**src/verilog/gfx_pkg.sv**
```systemverilog
package gfx_pkg;

	localparam int lanes = 4;
	localparam int word_width = 32;
	localparam int reg_count = 16;

	typedef logic [$clog2(reg_count)-1:0] reg_idx_t;
	typedef logic [word_width-1:0] word_t;
	typedef logic [lanes-1:0][word_width-1:0] lane_vec_t; // Lane 0 sits in the low word

	typedef enum logic [2:0] {
		op_add,
		op_sub,
		op_and,
		op_xor,
		op_lid,
		op_mul,
		op_gsum,
		op_gmax
	} opcode_t;

	typedef enum logic [1:0] {
		unit_fpint,
		unit_sfu,
		unit_group
	} unit_t;

	typedef struct packed {
		opcode_t opcode;
		reg_idx_t dest;
		reg_idx_t src_a;
		reg_idx_t src_b;
		logic [15:0] imm;
	} shader_op_t;

	typedef struct packed {
		opcode_t opcode;
		reg_idx_t dest;
		logic [15:0] imm;
		lane_vec_t a;
		lane_vec_t b;
	} exec_op_t;

	typedef struct packed {
		reg_idx_t dest;
		lane_vec_t result;
	} wb_t;

endpackage

```
**src/verilog/gfx_shader_group.sv**
```systemverilog
module gfx_shader_group #(
	parameter int lanes = gfx_pkg::lanes
) (
	input  logic clk,
	input  logic reset,

	input  logic in_valid,
	output logic in_ready,
	input  gfx_pkg::exec_op_t op,

	output logic wb_valid,
	input  logic wb_ready,
	output gfx_pkg::wb_t wb,

	output logic busy
);

	localparam int cnt_width = $clog2(lanes + 1);
	localparam logic [cnt_width-1:0] last = lanes[cnt_width-1:0];

	logic running, is_max;
	logic [cnt_width-1:0] cnt;
	gfx_pkg::reg_idx_t dest;
	gfx_pkg::lane_vec_t vec, result;
	gfx_pkg::word_t acc, acc_next;

	always_comb begin
		if (is_max) begin
			acc_next = (vec[0] > acc) ? vec[0] : acc; // Unsigned compare
		end else begin
			acc_next = acc + vec[0];
		end
	end

	assign in_ready = ~running & ~wb_valid;
	assign busy = running | wb_valid;
	assign wb.dest = dest;
	assign wb.result = result;

	always_ff @(posedge clk) begin
		if (reset) begin
			running <= 1'b0;
			wb_valid <= 1'b0;
			cnt <= '0;
		end else if (in_valid && in_ready) begin
			running <= 1'b1;
			cnt <= '0;
		end else if (running) begin
			if (cnt == last) begin
				running <= 1'b0;
				wb_valid <= 1'b1;
			end else begin
				cnt <= cnt + 1'b1;
			end
		end else if (wb_valid && wb_ready) begin
			wb_valid <= 1'b0;
		end
	end

	always_ff @(posedge clk) begin
		if (in_valid && in_ready) begin
			dest <= op.dest;
			is_max <= (op.opcode == gfx_pkg::op_gmax);
			vec <= op.a;
			acc <= '0;
		end else if (running) begin
			if (cnt != last) begin
				acc <= acc_next;
				vec <= vec >> gfx_pkg::word_width; // Next lane moves into slot 0
			end else begin
				result <= {lanes{acc}};
			end
		end
	end

endmodule

```
**config.mk**
```make
export PLATFORM = sky130hd
export DESIGN_NAME = gfx_shader_group
export DESIGN_NICKNAME = d
export VERILOG_FILES = /design/src/verilog/gfx_pkg.sv /design/src/verilog/gfx_shader_group.sv
export SDC_FILE = /design/constraint.sdc
export NUM_CORES = 1
export LEC_CHECK = 0
export BUFFER_PORTS_ARGS = -buffer_cell sky130_fd_sc_hd__buf_2
export CAP_MARGIN = 40
export CORE_AREA = 2 2 167 201
export DETAILED_ROUTE_END_ITERATION = 10
export DIE_AREA = 0 0 169 203
export PLACE_DENSITY = 0.7
export SETUP_SLACK_MARGIN = 0.02
export SYNTH_ARGS = -nofsm -noshare
export SYNTH_HDL_FRONTEND = slang
export SYNTH_SLANG_ARGS = --single-unit
```
**constraint.sdc**
```tcl
create_clock -name clk -period 9.8 [get_ports clk]
set_input_delay 0.98 -clock clk [delete_from_list [all_inputs] [get_ports clk]]
set_output_delay 0.98 -clock clk [all_outputs]
set_load 0.02 [all_outputs]
```
==> results.md, run 1 <==
- Status: completed
- CTS max path bufs: 3
- Drt pass-1 iters: 4
- Mapped Nets: 1512
- Total core area: 32300 µm²
- Sw Share: 31.0%
- Total wire length: 25.5 mm
- Avg Cell Area, Syn: 9.62 µm²
- Std cell rows: 72
- Switch Pwr: 0.000836 W
- Cell Count, Final, Fillers Out: 1747
- Mean routed wirelength per cell: 14.6 µm
- Synthesized area: 11200 µm²
- RSZ-0062 raised after global routing: no
- Reg-to-Reg Start: acc[29]$_SDFFE_PP0P_
- Post-synth EDFFs: 165
- Vias in the first global route: 7887
- Most common cell after layout, fill and taps aside: nand2_1
- Crit-path max FO: 44
- Flop pwr share: 42.5%
- # hold bufs at CTS: 0
- CTS tree: built
- Reg2reg setup slack: 6230 ps
- Reg2reg path depth: 11
- Detail Route Antenna Nets: 0
- Startpoint types: register
- Final Util: 40.3%
- Clk root buf: clkbuf_16
- Clock Skew: 6.45 ps
- Setup Slack @ Placement: 6040 ps
- Final setup viols: 0
- Post-CTS Resized: 0
- Tcrit/Tclk final: 36.5%
- Post-Place Cells: 1707
- # nets final: 1673
- P per Cell Area: 207 nW/µm²
- Starting density of the core: 34.7%
- Number of remaining DRC errors: 0
- Clock Latency Late Sink: 510 ps
- WS Path Type: register to register
- Total grt overflow: 0
- Final hold vios: 0
- Yosys cell types: 63
- Register area share after synthesis: 50.9%
- Global-route wire length before repair: 39.8 mm
- Post-Syn Instances: 1163
- Min-Delay Endpoint: wb[101]$_DFFE_PP_
- HPWL after DPL: 18.6 mm
- GPL Wtd Cong: 0.866
- Leakage: 5.85 nW
- Clock sinks: 202
- Async S/R FF share, synth: 0%
- Final setup TNS: 0 ps
- Peak Freq: 280 MHz
- Critical path arrival: 3970 ps
- Die ar.: 34300 µm²
- Via-per-instance ratio: 4.71
- Die height: 203 µm
- Worst endpoint required time: 10200 ps
- Via count: 8234
- Power share of the clock group: 30.6%
- Max-cap violation count: 0
- Worst-margin pin slew: 849 ps
- Hold_ws: 468 ps
- Initial antenna violation count: 2
- Comb pwr share: 26.9%
- Largest net degree at the start of global routing: 64
- Internal power: 0.00186 W
- I/O Buffers: 273
- Layout area overhead: 16.1%
- Worst setup EP type: register
- Slew Limit Fails: 0
- Total global-route track usage: 14.5%
- Share of cells above drive strength 1: 24.8%
- Chip Width: 169 µm
- DRT iter0 DRCs: 396
- Peak supply drop: 0.156 mV
- CTS Buf Count: 22
- Ports: 418
- Yosys reg bits: 202
- Headroom to the max-slew limit: 43.4%
- Most used flip-flop cell after synthesis: edfxtp_1
- Post-CTS setup buffers: 0
- H-tree depth: 1
- Final worst setup slack: 6230 ps
- R2r endpoint: acc[20]$_SDFFE_PP0P_
- Syn. warnings: 0
- Worst min path class: register to register
- Hold_sp: acc[5]$_SDFFE_PP0P_
- Clk slew on worst S/H paths: 60 ps
- Min Tclk post-route: 3570 ps
- Min-Delay Path Depth: 0
- Most frequent cells in the layout: 318 x nand2_1, 273 x buf_2, 165 x edfxtp_1
==> layout make-up <==
type	instances	area, µm²
clock inverters	6	76.3
fillers	3193	19300
multi-input cells	745	4330
diodes	1	2.50
inverters	71	269
flip-flops and latches	202	5700
well taps	407	509
clock buffers	33	633
repair buffers	282	1480
==> flip-flops by register name, indices dropped and copies added (netlist names) <==
register	count
acc	32
cnt	3
dest	4
is_max	1
running	1
vec	128
wb	32
wb_valid	1
==> stage by stage <==
step | area, µm² | power, W
final | 13000 | 0.00269
after global routing | 13000 | 0.00286
after CTS | 13000 | 0.00272
after detailed placement | 12300 | 0.00189
after global placement | 12200 | 0.00186
after floorplan | 11200 | 0.00169
==> synth_stat cells, types with 4 or more instances <==
master    number  area [µm²]
o211ai_1       8        60.1
dfxtp_1       37         741
xor2_1         4        35.0
o21ai_0       34         170
edfxtp_1     165        4950
nand2b_1      11        68.8
clkbuf_1      39         146
a211oi_1       6        45.0
nand4_1        8        50.1
nor2_1        55         206
o21bai_1      12        90.1
buf_4         96         721
a31oi_1        6        37.5
inv_1         69         259
nor4_1         5        31.3
nand3_1       12        60.1
nor3_1        15        75.1
nor2b_1        8        50.1
o31ai_1        9        67.6
ha_1          65         813
xnor2_1       22         193
a22o_1         4        35.0
nand2_1      320        1200
a21oi_1       55         275
and3_1        35         219
buf_2          7        35.0
==> critical path, cell delays in order, from the launching register on <==
cell      delay [ps]
dfxtp_1          410
inv_1             70
ha_1             390
nand3_1          120
or3_1            410
nor3_2           360
a221oi_2         200
nor2_4           400
buf_4            510
nor2_1           130
buf_4            200
a22o_1           240
==> logic make-up after synthesis <==
group                    Yosys count  share of synthesized area, %
AO/OA/AOI/OAI                    171                          10.5
XOR/XNOR                          26                          2.03
adder cells (fa/ha/maj)           66                          7.45
buffers and inverters            216                          10.6
flip-flops                       202                          50.9
multiplexers                       4                         0.369
AND/OR/NAND/NOR                  478                          18.1
==> worst max-delay path by stage <==
stage,endpoint,slack (ps),start
floorplan,vec[0]$_DFFE_PP_,4930,in_valid
global placement,acc[29]$_SDFFE_PP0P_,5670,in_valid
detailed placement,acc[20]$_SDFFE_PP0P_,6040,in_valid
CTS,acc[29]$_SDFFE_PP0P_,6190,vec[7]$_DFFE_PP_
global route,acc[27]$_SDFFE_PP0P_,5990,acc[30]$_SDFFE_PP0P_
finish,acc[20]$_SDFFE_PP0P_,6230,acc[29]$_SDFFE_PP0P_
==> power by group through the flow <==
stage	combinational (W)	clock [W]	sequential, W
final	0.000725	0.000822	0.00114
after floorplan	0.000551	0	0.00114
after global placement	0.000702	0	0.00116
after CTS	0.000729	0.000852	0.00114
after global routing	0.000824	0.000882	0.00116
after detailed placement	0.000723	0	0.00116
==> per-layer routing <==
layer	part of all wire [%]	vias up	GRT usage, %
met3	6.7	52	3.29
met4	3.2	2	6.84
met5	0.051	-	0
li1	-	4184	-
met2	47	275	23.7
met1	43	3721	18.2
Power figures use the tool's default switching activity.
==> inputs of run 2 (changes only) <==
ABC_AREA = 1   (was unset)
CORE_AREA = 2 2 174 210   (was 2 2 167 201)
DIE_AREA = 0 0 176 212   (was 0 0 169 203)
PLACE_DENSITY = 0.71   (was 0.7)
clock period = 3.1 ns   (was 9.8 ns; I/O delays follow)
==> run 2 against run 1 <==
Clock-buffer cell count decreased by 2. Sequential share of layout area decreased by 3.4 points. Power increased to 3.2 times the previous value. Fmax increased by 40%. Highest routed layer unchanged. Sequential power increased to 3.1 times the previous value. Cell area increased by 8.3%.
==> results.md, run 2 <==
- Status: completed
- Worst-margin pin slew: 889 ps
- Layout area overhead: 15.9%
- FILL cells: 3627
- Cell Chain, Critical Path: ha_1 -> inv_2 -> nor3_1 -> nand2_2 -> nor2_2 -> nand2_1 -> nand2_1 -> nand2_1 -> nand2_2 -> buf_4 -> nand3_2 -> nand2_1 -> nor2_1
- Total core area: 35500 µm²
- Crit-path max FO: 28
- Mean routed wirelength per cell: 13.4 µm
- Crit path top cell by count: nand2_1
- H-tree depth: 1
- Clk slew on worst S/H paths: 60 ps
- Post-synth top cells: 591 x nand2_1, 193 x inv_1, 165 x edfxtp_1
- Reg2reg setup slack: 540 ps
- Total grt overflow: 0
- CTS tree: built
- Final setup TNS: 0 ps
- Flop pwr share: 41.8%
- ANT cells: 0
- Async S/R FF share, synth: 0%
- Comb pwr share: 28.2%
- Clock sinks: 202
- Largest net degree at the start of global routing: 92
- Final setup viols: 0
- Vias in the first global route: 9045
- Max-cap violation count: 0
- Post-CTS setup buffers: 0
- Total wire length: 29.4 mm
- WS Path Type: register to register
- Worst endpoint required time: 3500 ps
- Setup Slack @ Placement: 512 ps
- Top reg by flops: vec
- Via count: 9719
- Post-synth EDFFs: 165
- Switch Pwr: 0.00281 W
- Headroom to the max-slew limit: 40.7%
- Internal power: 0.00576 W
- Peak supply drop: 0.467 mV
- Post-Syn Instances: 1546
- Share of cells above drive strength 1: 19.6%
- Starting density of the core: 34.2%
- Peak Freq: 391 MHz
- Clk root buf: clkbuf_16
- Die height: 212 µm
- Drt pass-1 iters: 5
- Critical path arrival: 2960 ps
- Avg Cell Area, Syn: 7.86 µm²
- Most common cell in the netlist: nand2_1
- Ports: 418
- Global-route wire length before repair: 45.9 mm
- Clock Skew: 9.73 ps
- Detail Route Antenna Nets: 0
- Startpoint types: register
- Most common cell after layout, fill and taps aside: nand2_1
- Slew Limit Fails: 0
- Chip Width: 176 µm
- Via-per-instance ratio: 4.41
- Min Tclk post-route: 2560 ps
- HPWL after DPL: 22.4 mm
- Register area share after synthesis: 46.9%
- Total global-route track usage: 15.5%
- Number of remaining DRC errors: 0
- Initial antenna violation count: 2
- Register Area: 5700 µm²
- Final worst setup slack: 541 ps
- I/O Buffers: 273
- Post-synth top area cell: edfxtp_1
- Die ar.: 37300 µm²
- # nets final: 2070
- Synthesized area: 12100 µm²
- Footprint of the multi-input gates: 4810 µm²
- Mapped Nets: 1895
- Worst setup EP type: register
- GPL Wtd Cong: 0.879
- Max reg flops: 128
- CP max-delay cell: edfxtp_1
- RSZ-0062 raised after global routing: no
- P per Cell Area: 609 nW/µm²
- DRT iter0 DRCs: 369
- Yosys reg bits: 202
- CTS max path bufs: 3
- Tcrit/Tclk final: 82.5%
- Leakage: 7.19 nW
- Syn. warnings: 0
- Yosys top cell area share: 40.8%
- Most used flip-flop cell after synthesis: edfxtp_1
- Clock Latency Late Sink: 510 ps
- Sw Share: 32.8%
- CTS Buf Count: 21
- Final hold vios: 0
- Power share of the clock group: 30.0%
- CP peak stage delay: 430 ps
- Yosys cell types: 41
- Area contributors post-synth: edfxtp_1 41%, nand2_1 18%, ha_1 6.7%, dfxtp_1 6.1%, buf_4 6.0%
- Std cell rows: 76
- Most frequent cells in the layout: 589 x nand2_1, 273 x buf_2, 193 x inv_1
- Worst min path class: primary input to register
==> run 2: routing by layer <==
metal	vias to the layer above	GRT usage, %	wire, µm
met5	-	0	11
met4	2	4.73	753
met3	47	2.75	1720
met2	282	26.8	13900
met1	4299	19.6	13100
li1	5089	-	-
==> run 2: metrics by stage <==
step	instances	hold slack [ps]	cell area [µm²]	utilization (%)	total power, W
2_1_floorplan	1546	379	12200	-	0.00537
3_3_place_gp	2161	447	13300	37.6	0.00600
3_5_place_dp	2161	446	13300	37.6	0.00606
4_1_cts	2203	35.2	14100	39.7	0.00868
5_1_grt	2203	52.1	14100	39.7	0.00915
6_report	2203	60.5	14100	39.7	0.00857
==> run 2: power by group through the flow <==
stage | logic, W | clock network, W | registers, W
2_1_floorplan | 0.00181 | 0 | 0.00356
3_3_place_gp | 0.00238 | 0 | 0.00362
3_5_place_dp | 0.00242 | 0 | 0.00364
4_1_cts | 0.00243 | 0.00266 | 0.00358
5_1_grt | 0.00279 | 0.00274 | 0.00362
6_report | 0.00241 | 0.00258 | 0.00358
==> run 2: worst max-delay path, delay by kind of cell, from the launching register on <==
| kind | cells | cell delay [ps] |
|---|---|---|
| adder cells (fa/ha/maj) | 1 | 430 |
| buffers and inverters | 2 | 430 |
| AND/OR/NAND/NOR | 10 | 1170 |
| flip-flops | 1 | 430 |
==> run 2: worst paths after layout <==
check                           start                    to  depth (start not counted)
setup / recovery    vec[24]$_DFFE_PP_  acc[15]$_SDFFE_PP0P_                         13
hold / removal                op[191]     vec[63]$_DFFE_PP_                          3
setup reg to reg    vec[24]$_DFFE_PP_  acc[15]$_SDFFE_PP0P_                         13
hold reg to reg   acc[1]$_SDFFE_PP0P_      wb[97]$_DFFE_PP_                          0
==> run 2: layout make-up <==
cell class,count,area share (%)
Clock inverter,6,0.756
Multi-Input combinational cell,1008,34.2
Clock buffer,31,4.14
Sequential cell,202,40.5
Tap cell,468,4.16
Timing Repair Buffer,291,11.0
Inverter,197,5.26
==> run 2: logic make-up after synthesis <==
kind of cell / after synthesis / synth area share [%]
xor+xnor: 4 / 0.288
fa+ha+maj: 66 / 6.86
simple gates: 845 / 27.7
mux: 3 / 0.247
buf+inv: 336 / 13.8
flops: 202 / 46.9
compound gates: 90 / 4.18
==> run 2: what timing repair did <==
| action | 4_1_cts | 5_1_grt |
|---|---|---|
| hold endpoints to repair | 6 | 0 |
| hold buffers | 5 | 0 |
| gates resized for setup | 0 | 0 |
==> inputs of run 3 (changes only) <==
ABC_AREA = 0   (was 1)
CORE_AREA = 2 2 167 201   (was 2 2 174 210)
DIE_AREA = 0 0 169 203   (was 0 0 176 212)
PLACE_DENSITY = 0.72   (was 0.71)
clock period = 2.3 ns   (was 3.1 ns; I/O delays follow)
==> run 3 against run 2 <==
The run now ends with negative setup slack left. Via count increased by 1.6%. Worst hold slack got worse by 39 ps. Critical endpoint is now acc[24]$_SDFFE_PP0P_. Largest power group is now combinational cells. Routed wire length increased by 12%. Clock-buffer cell count decreased by 5. Register-to-register slack got worse by 1100 ps. First-iteration DRC count increased by 20%. Flip-flop and latch count unchanged. Global-route usage increased by 2.9 points. Sequential power increased by 34%. Cell area increased by 18%. Die area decreased by 8.1%. Highest routed layer is now met4.
==> results.md, run 3 (synthesis results as in run 1) <==
- Final setup viols: 32
- Std cell rows: 72
- Clk root buf: clkbuf_16
- Startpoint types: register
- Final worst setup slack: -544 ps
- Setup Slack @ Placement: -536 ps
- Most frequent cells in the layout: 317 x nand2_1, 273 x buf_2, 192 x buf_4
- Global-route wire length before repair: 50.2 mm
- Vias in the first global route: 9822
- Mean routed wirelength per cell: 15.9 µm
- Total wire length: 32.9 mm
- Detail Route Antenna Nets: 0
- Worst setup EP type: register
- Max-cap violation count: 0
- Most common cell after layout, fill and taps aside: nand2_1
- CTS max path bufs: 3
- Ports: 418
- Worst endpoint required time: 2740 ps
- Worst-margin pin slew: 601 ps
- Headroom to the max-slew limit: 59.9%
- Top reg by flops: vec
- Clock Latency Late Sink: 530 ps
- Worst min path class: primary input to register
- P per Cell Area: 852 nW/µm²
- Die ar.: 34300 µm²
- Chip Width: 169 µm
- Share of cells above drive strength 1: 38.6%
- Total core area: 32300 µm²
- Failing checks: negative setup slack
- # nets final: 1990
- GPL Wtd Cong: 0.924
- Number of remaining DRC errors: 0
- Starting density of the core: 34.7%
- Final hold vios: 0
- Final Util: 51.3%
- Die height: 203 µm
- Peak supply drop: 0.541 mV
- Min Tclk post-route: 2840 ps
- DRT iter0 DRCs: 443
- Status: finished, violations left
- WS Path Type: register to register
- Clock Skew: 18.5 ps
- RSZ-0062 raised after global routing: yes
- Via-per-instance ratio: 4.79
- FILL cells: 2756
- Tcrit/Tclk final: 124%
- H-tree depth: 1
- Peak Freq: 352 MHz
- Clk slew on worst S/H paths: 60 ps
- Slew Limit Fails: 0
- Hold_sp: op[250]
- CP Launch Point: vec[0]$_DFFE_PP_
- Total global-route track usage: 18.3%
- Total power after layout: 0.0141 W
- Drt pass-1 iters: 5
- I/O Buffers: 273
- Initial antenna violation count: 0
- CTS Buf Count: 22
- Reg-to-Reg Start: vec[0]$_DFFE_PP_
- Largest net degree at the start of global routing: 57
- Via count: 9877
- CTS tree: built
- Clock sinks: 202
- Layout area overhead: 47.8%
- Leakage: 7.53 nW
- Critical path arrival: 3280 ps
- Total grt overflow: 0
- Max reg flops: 128
- HPWL after DPL: 21.0 mm
- Crit-path max FO: 4
==> run 3: area by class of cell <==
type	count	area (µm²)	share of cell area, %
clock inverter	12	163	0.984
multi-input combinational	745	4980	30.1
timing repair buffer	599	4320	26.1
sequential	202	5700	34.4
antenna	1	2.50	0.0151
clock buffer	26	597	3.61
inverter	71	269	1.63
tap	407	509	3.08
==> run 3: report_power, final <==
group / internal [W] / switching (W)
Clock: 0.00230 / 0.00150
Combinational: 0.00276 / 0.00272
Sequential: 0.00457 / 0.000241
==> run 3: worst paths after layout <==
check                                              end  slack [ps]  cells after the start
worst max-delay path              acc[24]$_SDFFE_PP0P_        -540                     12
worst min-delay path            vec[122]$_SDFFCE_PN0P_          20                      2
worst max register to register    acc[24]$_SDFFE_PP0P_        -540                     12
worst min register to register    acc[18]$_SDFFE_PP0P_         490                      2
==> run 3: per-layer routing <==
| layer | share of wire [%] | routed length, µm | track usage [%] |
|---|---|---|---|
| met1 | 41 | 13500 | 22.2 |
| met2 | 50 | 16400 | 32.6 |
| met3 | 5.8 | 1900 | 2.79 |
| met4 | 3.2 | 1060 | 7.14 |
| met5 | 0 | 0 | 0 |
==> run 3: what timing repair did <==
item / in CTS / in global routing
resized for setup: 65 / 58
endpoints found under the setup margin: 32 / 32
pin swaps: 20 / 44
setup buffers: 14 / 23
gates cloned: 4 / 0
hold buffers: 110 / 0
hold endpoints to repair: 113 / 0
==> run 3: worst max-delay path, stage by stage (launching register included) <==
cell       delay [ps]
edfxtp_1          360
ha_2              200
inv_2              40
fa_2              410
o21bai_4          160
a2111oi_4          90
nor3_2            180
o22ai_2           130
o21ai_4           260
a21oi_4            90
o41ai_2           300
mux2_1            350
a31oi_1           170
==> run 3: metrics by stage <==
step	setup TNS (ps)	area [µm²]	hold WS (ps)	instances
CTS	-11040	16100	0.342	2042
global route	-14480	16500	5.42	2062
global placement	-11310	13700	416	1876
floorplan	-4900	11400	299	1163
detailed placement	-11990	13700	418	1876
finish	-10740	16500	21.9	2063
